[src/hw/his_defs.svh]
`ifndef HIS_DEFS_SVH
`define HIS_DEFS_SVH

// Bin address width, 64 bins
`define NB 6

// Number of histogram bins
`define BIN_NUM (1 << `NB)

// Width of one bin count, saturates at all ones
`define PEAK_MAX 16

// Events that make up one acquisition
`define HIS_EVENTS 200

`endif

[src/hw/his_pkg.sv]
`include "his_defs.svh"

package his_pkg;

    // Bin index and bin count
    typedef logic [`NB-1:0] bin_addr_t;
    typedef logic [`PEAK_MAX-1:0] bin_count_t;

    // Events seen so far in the running acquisition
    typedef logic [$clog2(`HIS_EVENTS)-1:0] ev_cnt_t;

    // One sampled event on its way into the memory
    typedef struct packed {
        bin_addr_t addr;
        logic bank;  // Bank to update
        logic last;  // Completes the acquisition
    } event_t;

    // One bin leaving the readout
    typedef struct packed {
        logic his_num;  // Bank the bin came from
        bin_addr_t addr;
        bin_count_t count;
    } bin_word_t;

endpackage

[src/hw/event_sampler.sv]
`timescale 1ns/10ps
`include "his_defs.svh"

module event_sampler (
    input  logic clk,
    input  logic res,
    input  logic wr_en,
    input  his_pkg::bin_addr_t addr,
    input  logic ready,
    input  logic [1:0] busy_bank,
    output logic ev_valid,
    output his_pkg::event_t ev,
    output logic his_num,
    output logic overrun
);

    his_pkg::ev_cnt_t ev_cnt;  // Accepted events in this acquisition

    logic target_busy;
    logic accept;
    logic drop;
    logic last_ev;

    // Bank being filled is still being swept out
    assign target_busy = busy_bank[his_num];

    assign accept = wr_en && ready && !target_busy;
    assign drop = wr_en && ready && target_busy;

    assign last_ev = (ev_cnt == his_pkg::ev_cnt_t'(`HIS_EVENTS - 1));

    always_ff @(posedge clk or negedge res) begin
        if (!res) begin
            ev_valid <= 1'b0;
            ev_cnt <= '0;
            his_num <= 1'b0;
            overrun <= 1'b0;
        end else begin
            ev_valid <= accept;

            if (accept) begin
                if (last_ev) begin
                    ev_cnt <= '0;
                    his_num <= !his_num;  // Next acquisition goes to the other bank
                end else begin
                    ev_cnt <= ev_cnt + 1'b1;
                end
            end

            if (drop) begin
                overrun <= 1'b1;  // Sticky until reset
            end
        end
    end

    // Event payload, qualified by ev_valid
    always_ff @(posedge clk) begin
        if (accept) begin
            ev.addr <= addr;
            ev.bank <= his_num;
            ev.last <= last_ev;
        end
    end

endmodule

[src/hw/his_memory.sv]
`timescale 1ns/10ps
`include "his_defs.svh"

module his_memory (
    input  logic clk,
    input  logic res,
    input  logic ev_valid,
    input  his_pkg::event_t ev,
    input  logic rd_en,
    input  logic rd_bank,
    input  his_pkg::bin_addr_t rd_addr,
    output his_pkg::bin_count_t rd_count,
    output logic ready,
    output logic bank_done,
    output logic done_bank
);

    his_pkg::bin_count_t mem [2][`BIN_NUM];  // Two histogram banks

    his_pkg::bin_addr_t clr_addr;  // Initial clear sweep

    // Increment pipeline, stage 1 holds the event and its old count
    logic s1_valid;
    his_pkg::event_t s1_ev;
    his_pkg::bin_count_t s1_count;

    his_pkg::bin_count_t wr_count;
    logic fwd_hit;

    // Readout path
    his_pkg::bin_count_t rd_hold;

    // Per bank write port
    logic [1:0] mem_we;
    his_pkg::bin_addr_t mem_wa [2];
    his_pkg::bin_count_t mem_wd [2];

    // Saturating increment
    assign wr_count = (&s1_count) ? s1_count : s1_count + 1'b1;

    // Same bin is being written this cycle, take the new value
    assign fwd_hit = ev_valid && s1_valid &&
                     (s1_ev.bank == ev.bank) && (s1_ev.addr == ev.addr);

    always_ff @(posedge clk or negedge res) begin
        if (!res) begin
            clr_addr <= '0;
            ready <= 1'b0;
        end else if (!ready) begin
            clr_addr <= clr_addr + 1'b1;
            if (&clr_addr) begin
                ready <= 1'b1;
            end
        end
    end

    always_ff @(posedge clk or negedge res) begin
        if (!res) begin
            s1_valid <= 1'b0;
            bank_done <= 1'b0;
            done_bank <= 1'b0;
        end else begin
            s1_valid <= ev_valid;
            bank_done <= s1_valid && s1_ev.last;  // Cycle after the last write
            if (s1_valid && s1_ev.last) begin
                done_bank <= s1_ev.bank;
            end
        end
    end

    // Read stage of the increment
    always_ff @(posedge clk) begin
        if (ev_valid) begin
            s1_ev <= ev;
            if (fwd_hit) begin
                s1_count <= wr_count;
            end else begin
                s1_count <= mem[ev.bank][ev.addr];
            end
        end
    end

    // Clear sweep first, then increments, then read-and-clear
    always_comb begin
        for (int b = 0; b < 2; b++) begin
            mem_we[b] = 1'b0;
            mem_wa[b] = clr_addr;
            mem_wd[b] = '0;
            if (!ready) begin
                mem_we[b] = 1'b1;
            end else if (s1_valid && (s1_ev.bank == 1'(b))) begin
                mem_we[b] = 1'b1;
                mem_wa[b] = s1_ev.addr;
                mem_wd[b] = wr_count;
            end else if (rd_en && (rd_bank == 1'(b))) begin
                mem_we[b] = 1'b1;
                mem_wa[b] = rd_addr;  // Clear on read
            end
        end
    end

    always_ff @(posedge clk) begin
        for (int b = 0; b < 2; b++) begin
            if (mem_we[b]) begin
                mem[b][mem_wa[b]] <= mem_wd[b];
            end
        end
    end

    // Count comes back two cycles after the read request
    always_ff @(posedge clk) begin
        if (rd_en) begin
            rd_hold <= mem[rd_bank][rd_addr];
        end
        rd_count <= rd_hold;
    end

endmodule

[src/hw/his_readout.sv]
`timescale 1ns/10ps
`include "his_defs.svh"

module his_readout (
    input  logic clk,
    input  logic res,
    input  logic bank_done,
    input  logic done_bank,
    input  his_pkg::bin_count_t rd_count,
    output logic rd_en,
    output logic rd_bank,
    output his_pkg::bin_addr_t rd_addr,
    output logic bin_valid,
    output his_pkg::bin_word_t bin_word,
    output logic data_finish,
    output logic [1:0] busy_bank
);

    typedef enum logic [1:0] {
        st_idle,
        st_sweep,
        st_drain
    } state_t;

    state_t state;

    his_pkg::bin_addr_t addr_cnt;
    logic bank_sel;
    logic last_rd;

    // Bank and address follow the read through the memory latency
    logic d1_valid;
    logic d1_bank;
    his_pkg::bin_addr_t d1_addr;
    logic d2_valid;
    logic d2_bank;
    his_pkg::bin_addr_t d2_addr;
    logic d1_last;

    assign rd_en = (state == st_sweep);
    assign rd_bank = bank_sel;
    assign rd_addr = addr_cnt;

    assign last_rd = &addr_cnt;
    assign d1_last = d1_valid && (&d1_addr);

    always_ff @(posedge clk or negedge res) begin
        if (!res) begin
            state <= st_idle;
            addr_cnt <= '0;
            bank_sel <= 1'b0;
            busy_bank <= 2'b00;
            d1_valid <= 1'b0;
            d2_valid <= 1'b0;
        end else begin
            d1_valid <= rd_en;
            d2_valid <= d1_valid;

            case (state)
                st_idle: begin
                    if (bank_done) begin
                        state <= st_sweep;
                        bank_sel <= done_bank;
                        busy_bank[done_bank] <= 1'b1;
                    end
                end
                st_sweep: begin
                    addr_cnt <= addr_cnt + 1'b1;  // Wraps back to zero after the last bin
                    if (last_rd) begin
                        state <= st_drain;
                    end
                end
                st_drain: begin
                    // Last bin leaves next cycle
                    if (d1_last) begin
                        state <= st_idle;
                        busy_bank[bank_sel] <= 1'b0;
                    end
                end
                default: state <= st_idle;
            endcase
        end
    end

    always_ff @(posedge clk) begin
        d1_bank <= bank_sel;
        d1_addr <= addr_cnt;
        d2_bank <= d1_bank;
        d2_addr <= d1_addr;
    end

    assign bin_valid = d2_valid;
    assign bin_word.his_num = d2_bank;
    assign bin_word.addr = d2_addr;
    assign bin_word.count = rd_count;

    assign data_finish = d2_valid && (&d2_addr);  // Final bin of the sweep

endmodule

[src/hw/his_builder.sv]
`timescale 1ns/10ps

module his_builder (
    input  logic clk,
    input  logic res,
    input  logic wr_en,
    input  his_pkg::bin_addr_t addr,
    output logic bin_valid,
    output his_pkg::bin_word_t bin_word,
    output logic data_finish,
    output logic his_num,
    output logic overrun,
    output logic ready
);

    logic ev_valid;
    his_pkg::event_t ev;

    logic bank_done;
    logic done_bank;

    logic rd_en;
    logic rd_bank;
    his_pkg::bin_addr_t rd_addr;
    his_pkg::bin_count_t rd_count;

    logic [1:0] busy_bank;

    event_sampler u_sampler (
        .clk(clk),
        .res(res),
        .wr_en(wr_en),
        .addr(addr),
        .ready(ready),
        .busy_bank(busy_bank),
        .ev_valid(ev_valid),
        .ev(ev),
        .his_num(his_num),
        .overrun(overrun)
    );

    his_memory u_memory (
        .clk(clk),
        .res(res),
        .ev_valid(ev_valid),
        .ev(ev),
        .rd_en(rd_en),
        .rd_bank(rd_bank),
        .rd_addr(rd_addr),
        .rd_count(rd_count),
        .ready(ready),
        .bank_done(bank_done),
        .done_bank(done_bank)
    );

    his_readout u_readout (
        .clk(clk),
        .res(res),
        .bank_done(bank_done),
        .done_bank(done_bank),
        .rd_count(rd_count),
        .rd_en(rd_en),
        .rd_bank(rd_bank),
        .rd_addr(rd_addr),
        .bin_valid(bin_valid),
        .bin_word(bin_word),
        .data_finish(data_finish),
        .busy_bank(busy_bank)
    );

endmodule

[config.mk]
export PLATFORM = sky130hd
export DESIGN_NAME = his_builder
export DESIGN_NICKNAME = d
export VERILOG_FILES = /design/src/hw/his_pkg.sv /design/src/hw/event_sampler.sv /design/src/hw/his_memory.sv /design/src/hw/his_readout.sv /design/src/hw/his_builder.sv
export VERILOG_INCLUDE_DIRS = /design/src /design/src/hw
export SDC_FILE = /design/constraint.sdc
export NUM_CORES = 2
export LEC_CHECK = 0
export ABC_AREA = 0
export BUFFER_PORTS_ARGS = -buffer_cell sky130_fd_sc_hd__buf_4
export CAP_MARGIN = 20
export CORE_AREA = 5 5 494 496
export CTS_CLUSTER_DIAMETER = 80
export DETAILED_ROUTE_END_ITERATION = 8
export DIE_AREA = 0 0 499 501
export PLACE_DENSITY = 0.68
export SYNTH_ARGS = -nofsm -noshare
export SYNTH_HDL_FRONTEND = slang
export SYNTH_SLANG_ARGS = --single-unit
[constraint.sdc]
create_clock -name clk -period 3.66 [get_ports clk]
set_input_delay 0.183 -clock clk [delete_from_list [all_inputs] [get_ports clk]]
set_output_delay 0.183 -clock clk [all_outputs]
set_load 0.02 [all_outputs]
**Word level (Yosys, flattened, before mapping)**

Memories as Yosys holds them, arrays and structs flattened. A register that Yosys moved wholly into a read port is not among the register bits.
Index checks and enable logic that the tools add are counted.
Widths: inputs -> output; s select.

- Register bits: 112
- Latch bits: 0
- Memory bits (writable): 2048
- Bits in read-only memories: 0
- Bits of input ports: 9
- Output and inout port bits: 28
- Logic and storage cells: 140
- Memories kept: 1

- Add/subtract/negate cells: 4
- Multiply operators: 0
- Div/mod/pow operators: 0
- Magnitude comparators: 11
- Equal/unequal tests: 8
- Shift operators: 0
- Muxes and demuxes: 49
- Bitwise logic cells: 9
- Reduce and logical (&&, ||, !) cells: 30

Memory list:

| memory | depth | width | read ports | clocked after memory_dff | wr ports | RTL line | text |
|---|---|---|---|---|---|---|---|
| u_memory.mem | 2 | 1024 | 2 | 1 | 2 | his_memory.sv:18 | `` his_pkg::bin_count_t mem [2][`BIN_NUM]; `` |

Operators with widths:

| operator | number |
|---|---|
| $mux 1024 | 2 |
| $bmux 16 s6 | 2 |
| $demux 16 s6 | 2 |
| $mux 16 | 12 |
| $mux 6 | 6 |
| $ge 7x7->1 const B | 4 |
| $not 6->7 | 4 |
| $reduce_and 6->1 | 4 |
| $logic_and 1x1->1 | 17 |
| $add 16x1->16 const B | 1 |
| $reduce_and 16->1 | 1 |
| $mux 1 | 15 |
| $lt 7x1->1 const B | 2 |
| $add 6x1->6 const B | 2 |
| $mux 2 | 5 |
| $add 8x1->8 const B | 1 |
| $eq 8x8->1 const B | 1 |
| $mux 8 | 1 |
| $eq 6x6->1 | 1 |
| $lt 1x2->1 const B | 3 |
| $pmux 2 s3 | 1 |
| $reduce_and 3->1 | 2 |
| $ne 2x1->1 const B | 2 |
| $pmux 2 s2 | 1 |
| other kinds (14) | 19 |

**Longest topological paths before layout**

- Depth in word-level cells: 11
- Gate-level depth with buffers: 12

**By module**

Synthesis repeated with hierarchy kept, for this count alone.

- Cell total of the unflattened synthesis: 4721
- Area, all modules: 99523.0 µm²

By module, submodules not included:

| module | instances | cells each | area an instance (µm²) | seq. area each (µm²) |
|---|---|---|---|---|
| his_memory | 1 | 4584 | 97770.0 | 63270.7 |
| his_readout | 1 | 80 | 974.7 | 605.6 |
| event_sampler | 1 | 57 | 778.2 | 515.5 |

**Worst setup path after synthesis**

OpenSTA, ideal clock, no wires.

- Path type: reg-to-reg
- From: reg u_memory.s1_count[0]
- To: mem u_memory.mem[0][1011] (netlist bit) (data pin)
- Setup time: 0.500 ns
- Arrival time: 3.295 ns
- Data required time: 3.160 ns
- Setup slack: -0.135 ns
- Stages on the path, launching flop included: 8
- Path through: edfxtp_1 ha_1 nand4_1 or4_1 buf_2 nor2b_1 or2_2 nor2_1

RTL lines:

| item | RTL line | text |
|---|---|---|
| start: declaration | his_memory.sv:25 | `his_pkg::bin_count_t s1_count;` |
| start signal: assignment | his_memory.sv:76 | `s1_count <= wr_count;` |
| start signal: assignment | his_memory.sv:78 | `s1_count <= mem[ev.bank][ev.addr];` |
| end: declaration | his_memory.sv:18 |  |

**Worst setup path after layout**

- From: reg u_sampler.ev[5] (netlist name)
- To: reg u_memory.s1_count[8] (data pin)

- Cells in the longest elaborated chain, start to end: 5
- Elaborated cells on any way between the ends: 7
- Classes of those cells: eq/ne (1); mux (4); bitwise (1); reduce/logical (1)

RTL lines:

| item | RTL line | text |
|---|---|---|
| $not 6->7 (not written as such) | his_memory.sv:78 |  |
| $bmux 16 s6 | his_memory.sv:78 |  |
| $mux 16 (not written as such) (2 in a row) | his_memory.sv:78 |  |
| $mux 16 (*) | his_memory.sv:75 | `if (fwd_hit) begin` |

Mark *: on every way between the ends. The rest lies on a longest branch, timed or not. The select of a mux whose other input is x is not followed.
A chain may end at the register's enable or synchronous reset.

==> summary.md <==
| Metric | Value |
|---|---|
| Worst R2R End | u_memory.s1_count[8] |
| Yosys reg bits | 2161 |
| R2R cell count | 9 |
| Post-CTS setup buffers | 0 |
| Area added between synthesis and finish | 18.0% |
| Synthesized area per cell | 19.5 um^2 |
| Power per cell area | 426 nW/um^2 |
| Worst-case clock buffer depth | 3 |
| Final WS setup | -0.0888 ns |
| Gr ovfl total | 0 |
| 1st-iter DRT viols | 12082 |
| Startpoint of the worst hold path | addr[2] |
| Number of synthesized flops with an enable pin | 2096 |
| Register area | 64400 um^2 |
| Antenna viol nets, final | 0 |
| Finished Cell Area | 118000 um^2 |
| RePlAce Congestion | 1.09 |
| Die ar. | 250000 um^2 |
| Logic pwr share | 0.1% |
| Worst vdd ir | 0.485 mV |
| Worst-path maximum fanout | 7 |
| Final Critical Period | 3.75 ns |
| Clk pwr share | 46.7% |
| First-pass GRT wire length | 540000 um |
| Row count | 180 |
| Sequential share of power | 53.2% |
| Fmax | 267 MHz |
| Worst R2R Start | u_sampler.ev[5] |
| CP startpoint kind | flop |
| Clk root buf | clkbuf_16 |
| Fin crit share | 102% |
| Failing checks | setup timing |
| CP Class | flop to flop |
| Clk Latency, worst-skew pair | 0.93 ns |
| Routed vias/inst | 7.13 |
| R2R Setup Slk | -0.09 ns |
| Worst Hold Depth | 2 |
| Crit end category | flop |
| Prevailing post-synth register cell | edfxtp_1 |
| Die W | 499 um |
| Setup Skew | 0.0617 ns |
| Multi-input gate area in the final layout | 33900 um^2 |
| Die Span Y | 501 um |
| Synth Instances | 5117 |
| Hold crit path type | primary input to flop |
| Share of cells above drive strength 1 | 39.4% |
| Synthesized cell area | 99700 um^2 |
| TritonRoute pass-1 iters | 9 |
| Starting Density | 41.7% |
| Rel. slew slack | 9.10% |
| # port buffers | 36 |
| Endpoint with the worst hold slack | u_sampler.ev[4] |
| Lkg Pwr | 29.9 nW |
| Post-Place Setup Slack | -0.103 ns |
| CTS tree | yes |
| Core Box Area | 239000 um^2 |
| Number of max-cap violations | 0 |
| Total CTS buffers | 222 |
| Synth cell types | 70 |
| Worst path required time | 4.31 ns |
| Fin cells | 9113 |
| Internal | 40.0 mW |
| Least-Margin Pin Slew | 1.35 ns |
| Clock Sinks | 2161 |
| # setup viols final | 2 |
| Number of global-route vias before repair | 62481 |
| YS warnings | 0 |
| RSZ-0062 raised after global routing | false |
| IO Pins | 37 |
| Design Power | 50.2 mW |
| HPWL Detailed | 269000 um |
| Total GRT Usage | 31.7% |
| Placed Cells | 8652 |
| Routed WL per cell | 44.1 um |
| Nets | 5719 |
| Initial antenna violation count | 47 |
| Largest net degree at the start of global routing | 59 |
| FFs w/ async S/R, synth | 1.57% |
| Worst-path clk slew | 0.06 ns |
| Switch share | 20.2% |
| Routed Wire Length | 402000 um |
| Via Count | 64969 |
| Remaining DRCs | 0 |
| Final Hold Violating Endpoints | 0 |
| Syn nets | 5130 |
| Post-synthesis sequential area ratio | 64.6% |
| Switching pwr | 10.1 mW |
| Placed Area | 110000 um^2 |
| Fillcell total | 19399 |
| CP arrival | 4.40 ns |
| Slew Limit Fails | 0 |
| H-Tree Depth | 4 |
| Status | finished with violations |
stage by stage:
step | setup TNS (ns) | utilization (%) | hold WS (ns)
floorplan | -17.22 | - | -0.113
global placement | -0.269 | 45.9 | 0.163
detailed placement | -0.109 | 45.9 | 0.167
CTS | 0 | 49.1 | 0.0218
global route | 0 | 49.2 | 0.0390
finish | -0.121 | 49.2 | 0.0418
placed cells by master, fill, tap and decap left out, types with 49 or more instances in the layout:
master | synthesis | routed
mux4_2 | 999 | 999
a211oi_1 | 49 | 49
clkbuf_16 | 0 | 231
a22oi_1 | 120 | 114
nor2_1 | 229 | 66
buf_12 | 0 | 162
buf_4 | 60 | 568
mux2i_1 | 285 | 285
nand3_1 | 52 | 50
edfxtp_1 | 2096 | 2096
o22ai_1 | 85 | 85
o221ai_1 | 77 | 77
a21oi_1 | 84 | 82
nand2_1 | 123 | 120
nor2_2 | 0 | 130
logic make-up after synthesis:
logic type	count (synthesis)	synth area share (%)
buffers and inverters	388	2.11
XOR/XNOR	31	0.272
flip-flops	2161	64.6
multiplexers	1312	25.7
adder cells (fa/ha/maj)	4	0.0502
AND/OR/NAND/NOR	627	2.97
AO/OA/AOI/OAI	594	4.28
cell type report:
class / count / area share, %
multi-input combinational: 2568 / 28.8
inverter: 9 / 0.0319
timing repair buffer: 744 / 6.53
clock inverter: 128 / 1.20
antenna: 30 / 0.0638
clock buffer: 288 / 5.17
sequential: 2161 / 54.8
tap: 3185 / 3.39
worst max path at each step:
stage                          from                     to  slack, ns  cells after the start
2_1_floorplan  u_memory.s1_count[0]  u_memory.mem[0][1011]      -0.13                      7
3_3_place_gp                   flop  u_memory.s1_count[13]      -0.19                      8
3_5_place_dp                   flop  u_memory.s1_count[13]      -0.10                      8
4_1_cts                        flop   u_memory.s1_count[8]       0.02                      9
5_1_grt           u_readout.rd_bank    u_memory.rd_hold[6]       0.01                      8
6_report            u_sampler.ev[5]   u_memory.s1_count[8]      -0.09                      9
worst max-delay path, stage by stage, from the launching register on:
cell and delay (ns):
edfxtp_1 0.90, xor2_1 0.21, nor4_1 0.13, buf_4 0.19, a21oi_2 0.44, nand3_1 0.49, buf_4 0.32, nor4_1 0.55
buf_12 0.20, a211oi_1 0.04
registers in the layout, indices dropped and copies added, names as in the netlist, 8 cells and up, named ones only:
name               flops
u_memory.rd_hold      16
u_memory.mem        2048
u_memory.rd_count     16
u_sampler.ev           8
u_memory.s1_ev         8
u_sampler.ev_cnt       8
u_memory.s1_count     16
power groups by stage:
stage	registers [mW]	clock network, mW	logic [mW]
6_report	26.7	23.4	0.0323
5_1_grt	26.7	24.6	0.0346
4_1_cts	26.7	23.5	0.0318
3_5_place_dp	27.2	0	0.0189
3_3_place_gp	27.2	0	0.0189
2_1_floorplan	27.2	0	0.0000134
per-layer routing:
| metal | vias to the layer above | share of wire (%) | track usage, % |
|---|---|---|---|
| met4 | 22 | 8.4 | 21.1 |
| met2 | 6243 | 42 | 44.8 |
| met1 | 33961 | 33 | 39.5 |
| li1 | 23416 | - | - |
| met3 | 1327 | 16 | 13.6 |
| met5 | - | 0.17 | 1.27 |
what timing repair did:
item | in CTS | in global routing
gates cloned | 0 | 1
gates resized for setup | 2 | 15
endpoints found under the hold margin | 46 | 0
hold buffers | 13 | 0
endpoints found under the setup margin | 2 | 20
Yosys cell counts (all sizes together) (17+ instances only):
| cell | number | area (um^2) |
|---|---|---|
| o221ai | 77 | 674 |
| nand3 | 52 | 260 |
| a22oi | 120 | 901 |
| a21oi | 84 | 420 |
| a211oi | 49 | 368 |
| nand2 | 123 | 462 |
| a221oi | 17 | 155 |
| a22o | 19 | 166 |
| mux4 | 999 | 22500 |
| mux2i | 285 | 2850 |
| buf | 240 | 1550 |
| dfxtp | 31 | 621 |
| dfrtp | 34 | 851 |
| nand4 | 34 | 213 |
| mux2 | 28 | 315 |
| nor3 | 42 | 210 |
| and2 | 23 | 144 |
| o22ai | 85 | 532 |
| edfxtp | 2096 | 62900 |
| nor2b | 38 | 238 |
| clkbuf | 139 | 522 |
| nand2b | 23 | 144 |
| o21ai | 46 | 230 |
| nor2 | 229 | 860 |
Power figures use the tool's default switching activity.
